## src/hw/cpu_consts.svh

```systemverilog
`ifndef CPU_CONSTS_SVH
`define CPU_CONSTS_SVH

`define CPU_RESET_PC 32'h1c00_0000

// csr numbers
`define CSR_CRMD   14'h000
`define CSR_PRMD   14'h001
`define CSR_ESTAT  14'h005
`define CSR_ERA    14'h006
`define CSR_EENTRY 14'h00c
`define CSR_SAVE0  14'h030

`define ECODE_SYS 6'h0b

// opcode match values, compared against the top bits of the word
`define OPC_ADD_W   17'h00020 // inst[31:15]
`define OPC_ADDI_W  10'h00a   // inst[31:22]
`define OPC_LD_W    10'h0a2   // inst[31:22]
`define OPC_ST_W    10'h0a6   // inst[31:22]
`define OPC_CSR     8'h04     // inst[31:24]
`define OPC_SYSCALL 17'h00056 // inst[31:15]
`define INST_ERTN   32'h0648_3800

`endif
```

## src/hw/cpu_pkg.sv

```systemverilog
`default_nettype none

package cpu_pkg;

    typedef enum logic [2:0] {
        OP_ALU,
        OP_LOAD,
        OP_STORE,
        OP_CSR,
        OP_SYSCALL,
        OP_ERTN
    } op_e;

    typedef struct packed {
        logic [31:0] pc;
        logic [31:0] inst;
    } fs_bus_t;

    typedef struct packed {
        logic [31:0] pc;
        op_e         op;
        logic [4:0]  dest;
        logic        we;
        logic [31:0] src1;
        logic [31:0] src2;
        logic [31:0] st_data;
        logic [31:0] csr_old;
    } ds_bus_t;

    typedef struct packed {
        logic [31:0] pc;
        op_e         op;
        logic [4:0]  dest;
        logic        we;
        logic [31:0] result;
    } es_bus_t;

    typedef es_bus_t ms_bus_t; // result already holds load data

    typedef struct packed {
        logic       valid;
        logic       we;
        logic [4:0] dest;
    } rf_hazard_t;

endpackage

`default_nettype wire

```

## src/hw/csr_if.sv

```systemverilog
`timescale 1ns/1ps
`default_nettype none

interface csr_if;
    logic [13:0] num;
    logic        we;
    logic [31:0] wvalue;
    logic [31:0] rvalue; // old value, comb from num

    modport decode (output num, output we, output wvalue, input rvalue);
    modport csr (input num, input we, input wvalue, output rvalue);
endinterface

`default_nettype wire

```

## src/hw/cpu_top.sv

```systemverilog
`timescale 1ns/1ps
`default_nettype none

module cpu_top import cpu_pkg::*; (
    input  logic        clk,
    input  logic        rst,
    output logic        inst_sram_en,
    output logic [ 3:0] inst_sram_we,
    output logic [31:0] inst_sram_addr,
    output logic [31:0] inst_sram_wdata,
    input  logic [31:0] inst_sram_rdata,
    output logic        data_sram_en,
    output logic [ 3:0] data_sram_we,
    output logic [31:0] data_sram_addr,
    output logic [31:0] data_sram_wdata,
    input  logic [31:0] data_sram_rdata,
    output logic [31:0] debug_wb_pc,
    output logic [ 3:0] debug_wb_rf_we,
    output logic [ 4:0] debug_wb_rf_wnum,
    output logic [31:0] debug_wb_rf_wdata
);
    logic        ds_allowin, es_allowin, ms_allowin, ws_allowin;
    logic        fs_valid, ds_valid, es_valid, ms_valid;
    fs_bus_t     fs_bus;
    ds_bus_t     ds_bus;
    es_bus_t     es_bus;
    ms_bus_t     ms_bus;
    rf_hazard_t  es_hazard, ms_hazard, ws_hazard;
    logic        ws_we;
    logic [ 4:0] ws_dest;
    logic [31:0] ws_wdata;
    logic        flush;
    logic [31:0] flush_pc;

    csr_if csr_bus ();

    if_stage u_if (
        .clk(clk), .rst(rst),
        .inst_sram_en(inst_sram_en), .inst_sram_we(inst_sram_we),
        .inst_sram_addr(inst_sram_addr), .inst_sram_wdata(inst_sram_wdata),
        .inst_sram_rdata(inst_sram_rdata),
        .ds_allowin(ds_allowin), .fs_valid(fs_valid), .fs_bus(fs_bus),
        .flush(flush), .flush_pc(flush_pc)
    );

    id_stage u_id (
        .clk(clk), .rst(rst),
        .fs_valid(fs_valid), .fs_bus(fs_bus), .ds_allowin(ds_allowin),
        .ds_valid(ds_valid), .ds_bus(ds_bus), .es_allowin(es_allowin),
        .es_hazard(es_hazard), .ms_hazard(ms_hazard), .ws_hazard(ws_hazard),
        .ws_we(ws_we), .ws_dest(ws_dest), .ws_wdata(ws_wdata),
        .csr(csr_bus.decode), .flush(flush)
    );

    ex_stage u_ex (
        .clk(clk), .rst(rst),
        .ds_valid(ds_valid), .ds_bus(ds_bus), .es_allowin(es_allowin),
        .es_valid(es_valid), .es_bus(es_bus), .ms_allowin(ms_allowin),
        .es_hazard(es_hazard),
        .data_sram_en(data_sram_en), .data_sram_we(data_sram_we),
        .data_sram_addr(data_sram_addr), .data_sram_wdata(data_sram_wdata),
        .flush(flush)
    );

    mem_stage u_mem (
        .clk(clk), .rst(rst),
        .es_valid(es_valid), .es_bus(es_bus), .ms_allowin(ms_allowin),
        .ms_valid(ms_valid), .ms_bus(ms_bus), .ws_allowin(ws_allowin),
        .ms_hazard(ms_hazard), .data_sram_rdata(data_sram_rdata), .flush(flush)
    );

    wb_csr_stage u_wb (
        .clk(clk), .rst(rst),
        .ms_valid(ms_valid), .ms_bus(ms_bus), .ws_allowin(ws_allowin),
        .ws_hazard(ws_hazard),
        .ws_we(ws_we), .ws_dest(ws_dest), .ws_wdata(ws_wdata),
        .csr(csr_bus.csr), .flush(flush), .flush_pc(flush_pc),
        .debug_wb_pc(debug_wb_pc), .debug_wb_rf_we(debug_wb_rf_we),
        .debug_wb_rf_wnum(debug_wb_rf_wnum), .debug_wb_rf_wdata(debug_wb_rf_wdata)
    );
endmodule

`default_nettype wire

```

## src/hw/wb_csr_stage.sv

```systemverilog
`timescale 1ns/1ps
`default_nettype none
`include "cpu_consts.svh"

module wb_csr_stage import cpu_pkg::*; (
    input  logic        clk,
    input  logic        rst,
    input  logic        ms_valid,
    input  ms_bus_t     ms_bus,
    output logic        ws_allowin,
    output rf_hazard_t  ws_hazard,
    output logic        ws_we,
    output logic [ 4:0] ws_dest,
    output logic [31:0] ws_wdata,
    csr_if.csr          csr,
    output logic        flush,
    output logic [31:0] flush_pc,
    output logic [31:0] debug_wb_pc,
    output logic [ 3:0] debug_wb_rf_we,
    output logic [ 4:0] debug_wb_rf_wnum,
    output logic [31:0] debug_wb_rf_wdata
);
    logic        ws_valid;
    ms_bus_t     ws_ms;
    logic [1:0]  crmd_plv, prmd_pplv;
    logic        crmd_ie, prmd_pie;
    logic [5:0]  estat_ecode;
    logic [31:0] era, eentry, save0;
    logic        is_sys, is_ertn;

    assign ws_allowin = 1'b1; // commit never stalls
    assign is_sys     = ws_valid && ws_ms.op == OP_SYSCALL;
    assign is_ertn    = ws_valid && ws_ms.op == OP_ERTN;
    assign flush      = is_sys || is_ertn;
    assign flush_pc   = is_sys ? eentry : era;

    assign ws_we     = ws_valid && ws_ms.we;
    assign ws_dest   = ws_ms.dest;
    assign ws_wdata  = ws_ms.result;
    assign ws_hazard = '{valid: ws_valid, we: ws_ms.we, dest: ws_ms.dest};

    assign debug_wb_pc       = ws_valid ? ws_ms.pc : 32'd0; // zero when nothing retires
    assign debug_wb_rf_we    = {4{ws_we}};
    assign debug_wb_rf_wnum  = ws_ms.dest;
    assign debug_wb_rf_wdata = ws_ms.result;

    always_comb begin
        case (csr.num)
            `CSR_CRMD:   csr.rvalue = {29'd0, crmd_ie, crmd_plv};
            `CSR_PRMD:   csr.rvalue = {29'd0, prmd_pie, prmd_pplv};
            `CSR_ESTAT:  csr.rvalue = {10'd0, estat_ecode, 16'd0};
            `CSR_ERA:    csr.rvalue = era;
            `CSR_EENTRY: csr.rvalue = eentry;
            `CSR_SAVE0:  csr.rvalue = save0;
            default:     csr.rvalue = 32'd0;
        endcase
    end

    always_ff @(posedge clk) begin
        if (rst || flush) begin
            ws_valid <= 1'b0;
        end else begin
            ws_valid <= ms_valid;
        end
        if (ms_valid) begin
            ws_ms <= ms_bus;
        end
    end

    always_ff @(posedge clk) begin
        if (rst) begin
            {crmd_plv, crmd_ie, prmd_pplv, prmd_pie} <= '0;
            estat_ecode <= 6'd0;
            era         <= 32'd0;
            eentry      <= 32'd0;
            save0       <= 32'd0;
        end else if (is_sys) begin
            estat_ecode <= `ECODE_SYS;
            prmd_pplv   <= crmd_plv;
            prmd_pie    <= crmd_ie;
            crmd_plv    <= 2'd0; // enter kernel, irqs off
            crmd_ie     <= 1'b0;
            era         <= ws_ms.pc;
        end else if (is_ertn) begin
            crmd_plv <= prmd_pplv;
            crmd_ie  <= prmd_pie;
        end else if (csr.we) begin
            case (csr.num)
                `CSR_CRMD:   {crmd_ie, crmd_plv} <= csr.wvalue[2:0];
                `CSR_PRMD:   {prmd_pie, prmd_pplv} <= csr.wvalue[2:0];
                `CSR_ERA:    era <= csr.wvalue;
                `CSR_EENTRY: eentry <= csr.wvalue;
                `CSR_SAVE0:  save0 <= csr.wvalue;
                default:     ; // estat ecode is hardware written
            endcase
        end
    end
endmodule

`default_nettype wire

```

## src/hw/mem_stage.sv

```systemverilog
`timescale 1ns/1ps
`default_nettype none

module mem_stage import cpu_pkg::*; (
    input  logic        clk,
    input  logic        rst,
    input  logic        es_valid,
    input  es_bus_t     es_bus,
    output logic        ms_allowin,
    output logic        ms_valid,
    output ms_bus_t     ms_bus,
    input  logic        ws_allowin,
    output rf_hazard_t  ms_hazard,
    input  logic [31:0] data_sram_rdata,
    input  logic        flush
);
    es_bus_t ms_es;

    assign ms_allowin = !ms_valid || ws_allowin;

    always_comb begin
        ms_bus = ms_es;
        if (ms_es.op == OP_LOAD) begin
            ms_bus.result = data_sram_rdata; // read issued in ex
        end
    end

    assign ms_hazard = '{valid: ms_valid, we: ms_es.we, dest: ms_es.dest};

    always_ff @(posedge clk) begin
        if (rst || flush) begin
            ms_valid <= 1'b0;
        end else if (ms_allowin) begin
            ms_valid <= es_valid;
        end
        if (es_valid && ms_allowin) begin
            ms_es <= es_bus;
        end
    end
endmodule

`default_nettype wire

```

## src/hw/ex_stage.sv

```systemverilog
`timescale 1ns/1ps
`default_nettype none

module ex_stage import cpu_pkg::*; (
    input  logic        clk,
    input  logic        rst,
    input  logic        ds_valid,
    input  ds_bus_t     ds_bus,
    output logic        es_allowin,
    output logic        es_valid,
    output es_bus_t     es_bus,
    input  logic        ms_allowin,
    output rf_hazard_t  es_hazard,
    output logic        data_sram_en,
    output logic [ 3:0] data_sram_we,
    output logic [31:0] data_sram_addr,
    output logic [31:0] data_sram_wdata,
    input  logic        flush
);
    ds_bus_t     es_ds;
    logic [31:0] sum;
    logic        is_mem;

    assign sum        = es_ds.src1 + es_ds.src2; // alu result or address
    assign is_mem     = es_ds.op == OP_LOAD || es_ds.op == OP_STORE;
    assign es_allowin = !es_valid || ms_allowin;

    assign data_sram_en    = es_valid && is_mem && ms_allowin && !flush;
    assign data_sram_we    = (data_sram_en && es_ds.op == OP_STORE) ? 4'hf : 4'h0;
    assign data_sram_addr  = sum;
    assign data_sram_wdata = es_ds.st_data;

    assign es_bus = '{pc: es_ds.pc, op: es_ds.op, dest: es_ds.dest, we: es_ds.we,
                      result: (es_ds.op == OP_CSR) ? es_ds.csr_old : sum};
    assign es_hazard = '{valid: es_valid, we: es_ds.we, dest: es_ds.dest};

    always_ff @(posedge clk) begin
        if (rst || flush) begin
            es_valid <= 1'b0;
        end else if (es_allowin) begin
            es_valid <= ds_valid;
        end
        if (ds_valid && es_allowin) begin
            es_ds <= ds_bus;
        end
    end
endmodule

`default_nettype wire

```

## src/hw/id_stage.sv

```systemverilog
`timescale 1ns/1ps
`default_nettype none
`include "cpu_consts.svh"

module id_stage import cpu_pkg::*; (
    input  logic        clk,
    input  logic        rst,
    input  logic        fs_valid,
    input  fs_bus_t     fs_bus,
    output logic        ds_allowin,
    output logic        ds_valid,
    output ds_bus_t     ds_bus,
    input  logic        es_allowin,
    input  rf_hazard_t  es_hazard,
    input  rf_hazard_t  ms_hazard,
    input  rf_hazard_t  ws_hazard,
    input  logic        ws_we,
    input  logic [ 4:0] ws_dest,
    input  logic [31:0] ws_wdata,
    csr_if.decode       csr,
    input  logic        flush
);
    logic        ds_full;
    fs_bus_t     ds_fs;
    logic [31:0] rf [32];
    logic [31:0] inst;
    logic [4:0]  rd, rj, rk;
    logic [31:0] rj_val, rk_val, rd_val, imm, src2;
    op_e         op;
    logic        rf_we, use_rj, use_rk, use_rd, is_csrwr;
    logic        raw, serialize, ds_ready_go;

    function automatic logic hit(input rf_hazard_t h, input logic [4:0] r);
        return h.valid && h.we && r != 5'd0 && h.dest == r;
    endfunction

    assign inst     = ds_fs.inst;
    assign rd       = inst[4:0];
    assign rj       = inst[9:5];
    assign rk       = inst[14:10];
    assign imm      = {{20{inst[21]}}, inst[21:10]};
    assign is_csrwr = rj == 5'd1; // rj 0 is csrrd
    assign rj_val   = (rj == 5'd0) ? 32'd0 : rf[rj];
    assign rk_val   = (rk == 5'd0) ? 32'd0 : rf[rk];
    assign rd_val   = (rd == 5'd0) ? 32'd0 : rf[rd];

    always_comb begin
        op     = OP_ALU;
        rf_we  = 1'b0;
        use_rj = 1'b0;
        use_rk = 1'b0;
        use_rd = 1'b0;
        src2   = imm;
        if (inst[31:15] == `OPC_ADD_W) begin
            rf_we  = 1'b1;
            use_rj = 1'b1;
            use_rk = 1'b1;
            src2   = rk_val;
        end else if (inst[31:22] == `OPC_ADDI_W) begin
            rf_we  = 1'b1;
            use_rj = 1'b1;
        end else if (inst[31:22] == `OPC_LD_W) begin
            op     = OP_LOAD;
            rf_we  = 1'b1;
            use_rj = 1'b1;
        end else if (inst[31:22] == `OPC_ST_W) begin
            op     = OP_STORE;
            use_rj = 1'b1;
            use_rd = 1'b1;
        end else if (inst[31:24] == `OPC_CSR) begin
            op     = OP_CSR;
            rf_we  = 1'b1;
            use_rd = is_csrwr;
        end else if (inst[31:15] == `OPC_SYSCALL) begin
            op = OP_SYSCALL;
        end else if (inst == `INST_ERTN) begin
            op = OP_ERTN;
        end
    end

    // interlock, no forwarding paths
    assign raw = (use_rj && (hit(es_hazard, rj) || hit(ms_hazard, rj) || hit(ws_hazard, rj)))
              || (use_rk && (hit(es_hazard, rk) || hit(ms_hazard, rk) || hit(ws_hazard, rk)))
              || (use_rd && (hit(es_hazard, rd) || hit(ms_hazard, rd) || hit(ws_hazard, rd)));
    assign serialize = (op == OP_CSR || op == OP_SYSCALL || op == OP_ERTN)
                    && (es_hazard.valid || ms_hazard.valid || ws_hazard.valid);
    assign ds_ready_go = !raw && !serialize;
    assign ds_allowin  = !ds_full || (ds_ready_go && es_allowin);
    assign ds_valid    = ds_full && ds_ready_go;

    assign csr.num    = inst[23:10];
    assign csr.we     = ds_valid && es_allowin && op == OP_CSR && is_csrwr;
    assign csr.wvalue = rd_val;

    assign ds_bus = '{pc: ds_fs.pc, op: op, dest: rf_we ? rd : 5'd0, we: rf_we,
                      src1: rj_val, src2: src2, st_data: rd_val, csr_old: csr.rvalue};

    always_ff @(posedge clk) begin
        if (rst || flush) begin
            ds_full <= 1'b0;
        end else if (ds_allowin) begin
            ds_full <= fs_valid;
        end
        if (fs_valid && ds_allowin) begin
            ds_fs <= fs_bus;
        end
    end

    always_ff @(posedge clk) begin
        if (ws_we && ws_dest != 5'd0) begin
            rf[ws_dest] <= ws_wdata;
        end
    end
endmodule

`default_nettype wire

```

## src/hw/if_stage.sv

```systemverilog
`timescale 1ns/1ps
`default_nettype none
`include "cpu_consts.svh"

module if_stage import cpu_pkg::*; (
    input  logic        clk,
    input  logic        rst,
    output logic        inst_sram_en,
    output logic [ 3:0] inst_sram_we,
    output logic [31:0] inst_sram_addr,
    output logic [31:0] inst_sram_wdata,
    input  logic [31:0] inst_sram_rdata,
    input  logic        ds_allowin,
    output logic        fs_valid,
    output fs_bus_t     fs_bus,
    input  logic        flush,
    input  logic [31:0] flush_pc
);
    logic [31:0] pf_pc; // next fetch address
    logic [31:0] fs_pc;
    logic [31:0] inst_buf;
    logic        inst_buf_valid;
    logic        fs_allowin;

    assign fs_allowin      = !fs_valid || ds_allowin;
    assign inst_sram_en    = fs_allowin;
    assign inst_sram_we    = 4'b0;
    assign inst_sram_addr  = pf_pc;
    assign inst_sram_wdata = 32'b0;

    always_ff @(posedge clk) begin
        if (rst) begin
            fs_valid <= 1'b0;
            pf_pc    <= `CPU_RESET_PC;
        end else if (flush) begin
            fs_valid <= 1'b0; // drop the word in flight
            pf_pc    <= flush_pc;
        end else if (fs_allowin) begin
            fs_valid <= 1'b1;
            fs_pc    <= pf_pc;
            pf_pc    <= pf_pc + 32'd4;
        end
    end

    // sram output is only good for one cycle, hold it while decode stalls
    always_ff @(posedge clk) begin
        if (rst || flush || ds_allowin) begin
            inst_buf_valid <= 1'b0;
        end else if (fs_valid && !inst_buf_valid) begin
            inst_buf_valid <= 1'b1;
            inst_buf       <= inst_sram_rdata;
        end
    end

    assign fs_bus.pc   = fs_pc;
    assign fs_bus.inst = inst_buf_valid ? inst_buf : inst_sram_rdata;
endmodule

`default_nettype wire

```

## config.mk

```make
export PLATFORM = sky130hd
export DESIGN_NAME = cpu_top
export DESIGN_NICKNAME = d
export VERILOG_FILES = /design/src/hw/cpu_pkg.sv /design/src/hw/csr_if.sv /design/src/hw/cpu_top.sv /design/src/hw/wb_csr_stage.sv /design/src/hw/mem_stage.sv /design/src/hw/ex_stage.sv /design/src/hw/id_stage.sv /design/src/hw/if_stage.sv
export VERILOG_INCLUDE_DIRS = /design/src /design/src/hw
export SDC_FILE = /design/constraint.sdc
export NUM_CORES = 2
export LEC_CHECK = 0
export BUFFER_PORTS_ARGS = -buffer_cell sky130_fd_sc_hd__buf_4
export CAP_MARGIN = 40
export CORE_ASPECT_RATIO = 1.25
export CORE_MARGIN = 5
export CORE_UTILIZATION = 60
export CTS_CLUSTER_DIAMETER = 40
export CTS_CLUSTER_SIZE = 24
export DETAILED_ROUTE_END_ITERATION = 12
export PLACE_DENSITY = 0.77
export SYNTH_ARGS = -nofsm -noshare
export SYNTH_HDL_FRONTEND = slang
export SYNTH_HIERARCHICAL = 1
export SYNTH_SLANG_ARGS = --single-unit
```

## constraint.sdc

```tcl
create_clock -name clk -period 22.4 [get_ports clk]
set_input_delay 2.24 -clock clk [delete_from_list [all_inputs] [get_ports clk]]
set_output_delay 2.24 -clock clk [all_outputs]
set_load 0.005 [all_outputs]
```

### Word-level counts from Yosys, hierarchy flattened

Memories as Yosys holds them, arrays and structs flattened. A register that Yosys moved wholly into a read port is not among the register bits.
Cells that the tools add are included.

| storage, ports and cells | value |
|---|---|
| register bits after elaboration | 552 |
| memory bits (writable) | 1024 |
| input port bits | 66 |
| output and inout port bits | 211 |
| logic and storage cells | 216 |
| memories | 1 |

Memory list:

| memory | words | width | read ports | clocked after memory_dff | write ports | RTL line | source |
|---|---|---|---|---|---|---|---|
| u_id.rf | 32 | 32 | 3 | 3 | 1 | id_stage.sv:25 | `logic [31:0] rf [32];` |

| operators by class | value |
|---|---|
| add/sub/neg operators | 2 |
| eq/ne operators | 32 |
| muxes and demuxes | 56 |
| bitwise gates (word level) | 5 |
| reductions and logical operators | 84 |

Operators with widths:

| operator | count |
|---|---|
| $mux 32 | 14 |
| $pmux 32 s6 | 1 |
| $eq 5x5->1 | 9 |
| $logic_and 1x1->1 | 37 |
| $add 32x3->32 const B | 1 |
| $add 32x32->32 | 1 |
| $eq 32x27->1 const B | 1 |
| $eq 14x3->1 const B | 2 |
| $mux 1 | 24 |
| $mux 3 | 7 |
| $eq 10x8->1 const B | 2 |
| $reduce_bool 5->1 | 4 |
| $logic_or 1x1->1 | 18 |
| $eq 17x6->1 const B | 1 |
| $eq 17x7->1 const B | 1 |
| $logic_not 5->1 | 3 |
| $eq 14x1->1 const B | 1 |
| $eq 14x4->1 const B | 1 |
| $eq 14x6->1 const B | 1 |
| $logic_not 14->1 | 1 |
| $mux 2 | 7 |
| $eq 3x3->1 const B | 4 |
| $reduce_bool 2->1 | 6 |
| $eq 10x4->1 const B | 1 |
| 13 further kinds | 31 |

### Logic depth before layout (Yosys ltp)

| logic depth | value |
|---|---|
| depth in word-level cells | 20 |
| gate-level depth with buffers | 15 |

### Cells and area by module

Netlist, hierarchy kept.

Modules (own cells, without submodules):

| module | instances | cells an instance | area each (um2) | sequential area each (um2) |
|---|---|---|---|---|
| id_stage | 1 | 2795 | 59156.7 | 32991.6 |
| wb_csr_stage | 1 | 961 | 8557.0 | 4274.1 |
| ex_stage | 1 | 579 | 7977.7 | 5094.9 |
| if_stage | 1 | 376 | 4540.6 | 2602.5 |
| mem_stage | 1 | 162 | 3009.1 | 2212.1 |

### Worst setup path before layout

OpenSTA, ideal clock, no wires.

| timing path | value |
|---|---|
| kind | register -> register |
| start point | register u_mem.ms_valid |
| end point | register u_if.inst_buf[0] (enable) |
| library setup time | 0.502 ns |
| arrival | 6.703 ns |
| setup slack | 15.196 ns |
| stages on the path, launching flop included | 11 |
| path buffers | 2 |
| cells stage by stage | dfxtp_1 > buf_4 > nand2_1 > nor3_1 > nor3_1 > o32ai_4 > o41ai_1 > nor2b_1 > buf_2 > clkinv_1 > nor4_1 |

| between the ends | value |
|---|---|
| cells in the longest elaborated chain, start to end | 14 |

RTL lines:

| element | RTL line | source |
|---|---|---|
| start, declared | mem_stage.sv:10 | `output logic ms_valid,` |
| start signal, assigned | mem_stage.sv:34 | `ms_valid <= es_valid;` |
| $logic_and 1x1->1 (3 in a row) | id_stage.sv:34 | `return h.valid && h.we && r != 5'd0 && h.dest == r;` |
| $logic_or 1x1->1 (on tied branches) (2 in a row) | id_stage.sv:82, id_stage.sv:83 |  |
| $logic_and 1x1->1 (on tied branches) | id_stage.sv:82, id_stage.sv:83 |  |
| $logic_or 1x1->1 | id_stage.sv:83 | `\|\| (use_rk && (hit(es_hazard, rk) \|\| hit(ms_hazard, rk) \|\| hit(ws_hazard, rk)))` |
| $logic_or 1x1->1 | id_stage.sv:84 | `\|\| (use_rd && (hit(es_hazard, rd) \|\| hit(ms_hazard, rd) \|\| hit(ws_hazard, rd)));` |
| $logic_not 1->1 | id_stage.sv:87 | `assign ds_ready_go = !raw && !serialize;` |
| $logic_and 1x1->1 * | id_stage.sv:87 |  |
| $logic_or 1x1->1 * | id_stage.sv:88 | `assign ds_allowin = !ds_full \|\| (ds_ready_go && es_allowin);` |
| net ds_allowin | cpu_top.sv:22 | `logic ds_allowin, es_allowin, ms_allowin, ws_allowin;` |
| $logic_or 1x1->1 * | if_stage.sv:47 | `if (rst \|\| flush \|\| ds_allowin) begin` |
| $not 1->1 (no source line) * | - |  |
| $reduce_and 2->1 (no source line) * | - |  |
| end signal, assigned | if_stage.sv:51 | `inst_buf <= inst_sram_rdata;` |
| end, declared | if_stage.sv:21 | `logic [31:0] inst_buf;` |

Mark *: on every way through the listed nets, which the timed path passes. The rest lies on a longest branch.
A chain may end at the register's enable or synchronous reset.

### Worst setup path after layout

| timing path | value |
|---|---|
| start point | register u_id.ds_fs (netlist bit u_id/inst[21]) |
| end point | output inst_sram_en |

| between the ends | value |
|---|---|
| cells in the longest elaborated chain, start to end | 16 |

RTL lines:

| element | RTL line | source |
|---|---|---|
| start, declared | id_stage.sv:24 | `fs_bus_t ds_fs;` |
| start signal, assigned | id_stage.sv:105 | `ds_fs <= fs_bus;` |
| $eq 32x27->1 (no source line) | - |  |
| $mux 3 | id_stage.sv:76 | `` end else if (inst == `INST_ERTN) begin `` |
| $mux 3 | id_stage.sv:74 | `` end else if (inst[31:15] == `OPC_SYSCALL) begin `` |
| $mux 3 | id_stage.sv:70 | `` end else if (inst[31:24] == `OPC_CSR) begin `` |
| $mux 3 | id_stage.sv:66 | `` end else if (inst[31:22] == `OPC_ST_W) begin `` |
| $mux 3 | id_stage.sv:62 | `` end else if (inst[31:22] == `OPC_LD_W) begin `` |
| $mux 3 | id_stage.sv:59 | `` end else if (inst[31:22] == `OPC_ADDI_W) begin `` |
| $mux 3 | id_stage.sv:54 | `` if (inst[31:15] == `OPC_ADD_W) begin `` |
| $eq 3x2->1 or $eq 3x3->1 (tied branches) | id_stage.sv:85 | `assign serialize = (op == OP_CSR \|\| op == OP_SYSCALL \|\| op == OP_ERTN)` |
| $logic_or 1x1->1 (2 in a row) | id_stage.sv:85 |  |
| $logic_and 1x1->1 | id_stage.sv:86 | `&& (es_hazard.valid \|\| ms_hazard.valid \|\| ws_hazard.valid);` |
| $logic_not 1->1 | id_stage.sv:87 |  |
| $logic_and 1x1->1 * | id_stage.sv:87 |  |
| $logic_or 1x1->1 * | id_stage.sv:88 |  |
| net ds_allowin | cpu_top.sv:22 |  |
| $logic_or 1x1->1 * | if_stage.sv:25 | `assign fs_allowin = !fs_valid \|\| ds_allowin;` |
| end, declared | cpu_top.sv:7 | `output logic inst_sram_en,` |

Marked as above.

==> results_dict.tcl <==
set metrics [dict create \
    clock_sinks 1623 \
    grt_max_degree 121 \
    io-pin-count 277 \
    reg2reg_slack_ns 17.26 \
    chipHeight_um 426 \
    power.density_nw_per_um2 79.4 \
    synth_seq_area_share 0.567 \
    via_count 51104 \
    path_clk_slew_ns 0.07 \
    cts_hold_buf 0 \
    viasPerCell 7.50 \
    worstHoldStart "u_id/ds_bus[143]" \
    path_delay_family "simple AND/OR/NAND/NOR gates" \
    clkLatencyLatePin_ns 0.83 \
    final_cell_mix "1467 x edfxtp_1, 960 x mux4_2, 356 x buf_4" \
    grt_usage 0.347 \
    routedWlPerCell_um 37.3 \
    antenna_found_initial 6 \
    drc_errors 0 \
    p_int_mw 5.38 \
    maxCapViolations 0 \
    power_frac_comb 0.140 \
    tns_ns 0 \
    yosysWarningCount 6 \
    cts_root_buffer "clkbuf_16" \
    worstSetupPathType "reg -> out" \
    cts_tree "done" \
    top_layer_used "met5" \
    worst_pin_slew_ns 0.986 \
    drtPass1Iterations 8 \
    r2r-start "u_id/inst[21]" \
    finalClockSkew_ns 0.0318 \
    report.final.slew_viol_count 0 \
    setup_viol 0 \
    num-nets-final 4920 \
    hpwl_um 152000 \
    drive_gt1_frac 0.378 \
    dieArea_um2 146000 \
    rsz0062_at_grt "false" \
    initial_core_util 0.605 \
    multi_input_area_um2 32400 \
    p_sw_frac 0.265 \
    met3_length_um 30800 \
    cp-startpoint "u_id/inst[21]" \
    syn_inst 4873 \
    path_cells "nor3_1, and4b_1, nand3_2, and3_4, o32ai_4, o41ai_1, nor2b_1, buf_4, clkinv_1, buf_4" \
    synth_cell_types 95 \
    path_buf_inv 3 \
    cp-end-kind "output pin" \
    required_ns 20.16 \
    post-cts-setup-buffer-count 0 \
    design.core.area_um2 138000 \
    arrival_ns 4.31 \
    finalCriticalPeriod_ns 6.55 \
    fin_crit_sh 0.292 \
    hp-class "reg -> reg" \
    hold_viol_final 0 \
    port_buffers 240 \
    p_leak_nw 30.1 \
    grt_pass1_vias 51300 \
    critPathSlowestCell "edfxtp_1" \
    wl_met1_um 79100 \
    grt-ovfl-total 0 \
    drt_iter0_markers 8332 \
    pre_cts_slack_ns 16.72 \
    async_reset_ff_frac 0 \
    ys_ff_latch 1623 \
    reg2reg_to "u_ex/data_sram_wdata[11]" \
    gp_congestion 0.937 \
    wl_um 254000 \
    status "completed" \
    fill_cells 8646 \
    ant_nets 0 \
    grt_pass1_wl_um 362000 \
    fmax_mhz 153 \
    fin_ws_ns 15.85 \
    synth_edf_count 1467 \
    die_w_um 343 \
    syn_avg_cell_area_um2 17.1 \
    path_common_cell "buf_4" \
    reg2regPathDepth 9 \
    cts_buffer_depth 3 \
    start_kind "register" \
    wl_met2_um 123000 \
    rows 152 \
    p_switching_mw 1.94 \
    slew_headroom 0.343 \
    cts_buffers 162 \
    area_growth_pct 10.7 \
    holdPathStages 0 \
    peakVddDrop_mv 0.0583 \
    ys.flop_type "edfxtp_1" \
    worstPathMaxFanout 25 \
    htreeDepth 4 \
    post_cts_resize_count 0 \
    hold_end "u_ex/es_bus[47]" \
    max_stage_delay_ns 0.77 \
    p_clk_frac 0.394 \
    share_seq_of_total_power 0.467 \
    mostFrequentLayoutCell "edfxtp_1" \
    synth_area_um2 83200 \
    final-seq-area_um2 47200 \
]
==> flip-flops by register name (all words and copies together), names as in the netlist, 2 cells and up, named ones only <==
name                    cells
u_id/rf                  1024
u_ex/data_sram_wdata       32
u_if/inst_buf              32
u_wb/crmd_plv               2
u_wb/eentry                32
u_wb/save0                 32
u_mem/ms_bus               41
u_mem/ms_es                32
u_wb/prmd_pplv              2
u_id/inst                  32
u_ex/es_bus                41
u_if/inst_sram_addr        32
u_wb/debug_wb_rf_wnum       5
u_ex/es_ds                 96
u_if/fs_pc                 32
u_wb/debug_wb_rf_wdata     32
u_id/ds_bus                32
u_wb/ws_ms                 35
u_wb/era                   32
==> worst reg2reg max path, cell delays in order (launching register included) <==
cell and delay, ns:
edfxtp_1 0.97, nor3_1 0.13, and4b_1 0.29, nand4b_1 0.11
buf_4 0.35, o32ai_4 0.18, nor4_1 0.31, and2_4 0.83
buf_4 0.71, buf_4 0.79
==> worst max path at each step <==
stage,endpoint,slack [ns],depth (start not counted)
floorplan,u_if/inst_buf[0],15.20,10
global placement,inst_sram_en,16.50,10
detailed placement,inst_sram_en,16.72,10
CTS,inst_sram_en,15.82,10
global route,inst_sram_en,15.72,10
finish,inst_sram_en,15.85,10
==> logic make-up (layout without fill, tap and decap cells) <==
group,Yosys count,after routing,share of synthesized area
AOI/OAI and AO/OA,448,448,0.0368
DFF,1623,1623,0.567
buffers and inverters,728,749,0.0497
other,3,73,0.000135
xor gates and xnor gates,85,85,0.00894
adders and majority gates,33,33,0.00505
muxes,1153,1153,0.285
and+or+nand+nor,800,800,0.0478
==> cells in the mapped netlist, types with 58 or more instances <==
library cell	number	area [um2]
nor2_1	179	672
mux2i_1	101	1010
buf_4	337	2530
mux2_2	80	901
edfxtp_1	1467	44100
o21ai_0	75	375
buf_2	76	380
buf_1	58	218
clkbuf_1	227	852
a21oi_1	94	470
dfxtp_1	156	3120
nand2_1	264	991
nand3_1	122	611
mux4_2	960	21600
xnor2_1	63	552
==> layout make-up <==
cell class	count	share of cell area
Sequential cell	1623	0.512
Multi-Input combinational cell	2588	0.352
Inverter	22	0.000896
Clock inverter	126	0.0160
Tap cell	1848	0.0251
Antenna cell	4	0.000109
Timing Repair Buffer	424	0.0477
Clock buffer	177	0.0460
==> power by group through the flow <==
stage | sequential (mW) | combinational, mW | clock (mW)
final | 3.42 | 1.02 | 2.88
after global routing | 3.42 | 1.06 | 3.05
after CTS | 3.42 | 1.01 | 2.90
after detailed placement | 3.48 | 0.999 | 0
after global placement | 3.49 | 0.957 | 0
after floorplan | 3.43 | 0.719 | 0
==> metal layers <==
layer / track usage / vias up
li1: - / 19636
met1: 0.418 / 26121
met2: 0.555 / 4384
met3: 0.0870 / 957
met4: 0.238 / 6
met5: 0.00336 / -
==> per-stage QoR <==
stage	hold slack (ns)	instances	instance area, um2	utilization	total power, mW
2_1_floorplan	0.400	4939	83500	-	4.14
3_3_place_gp	0.401	6432	84700	0.615	4.45
3_5_place_dp	0.405	6504	86500	0.628	4.48
4_1_cts	0.413	6807	92200	0.669	7.33
5_1_grt	0.422	6809	92200	0.669	7.52
6_report	0.412	6812	92200	0.669	7.32
Power figures use the tool's default switching activity.
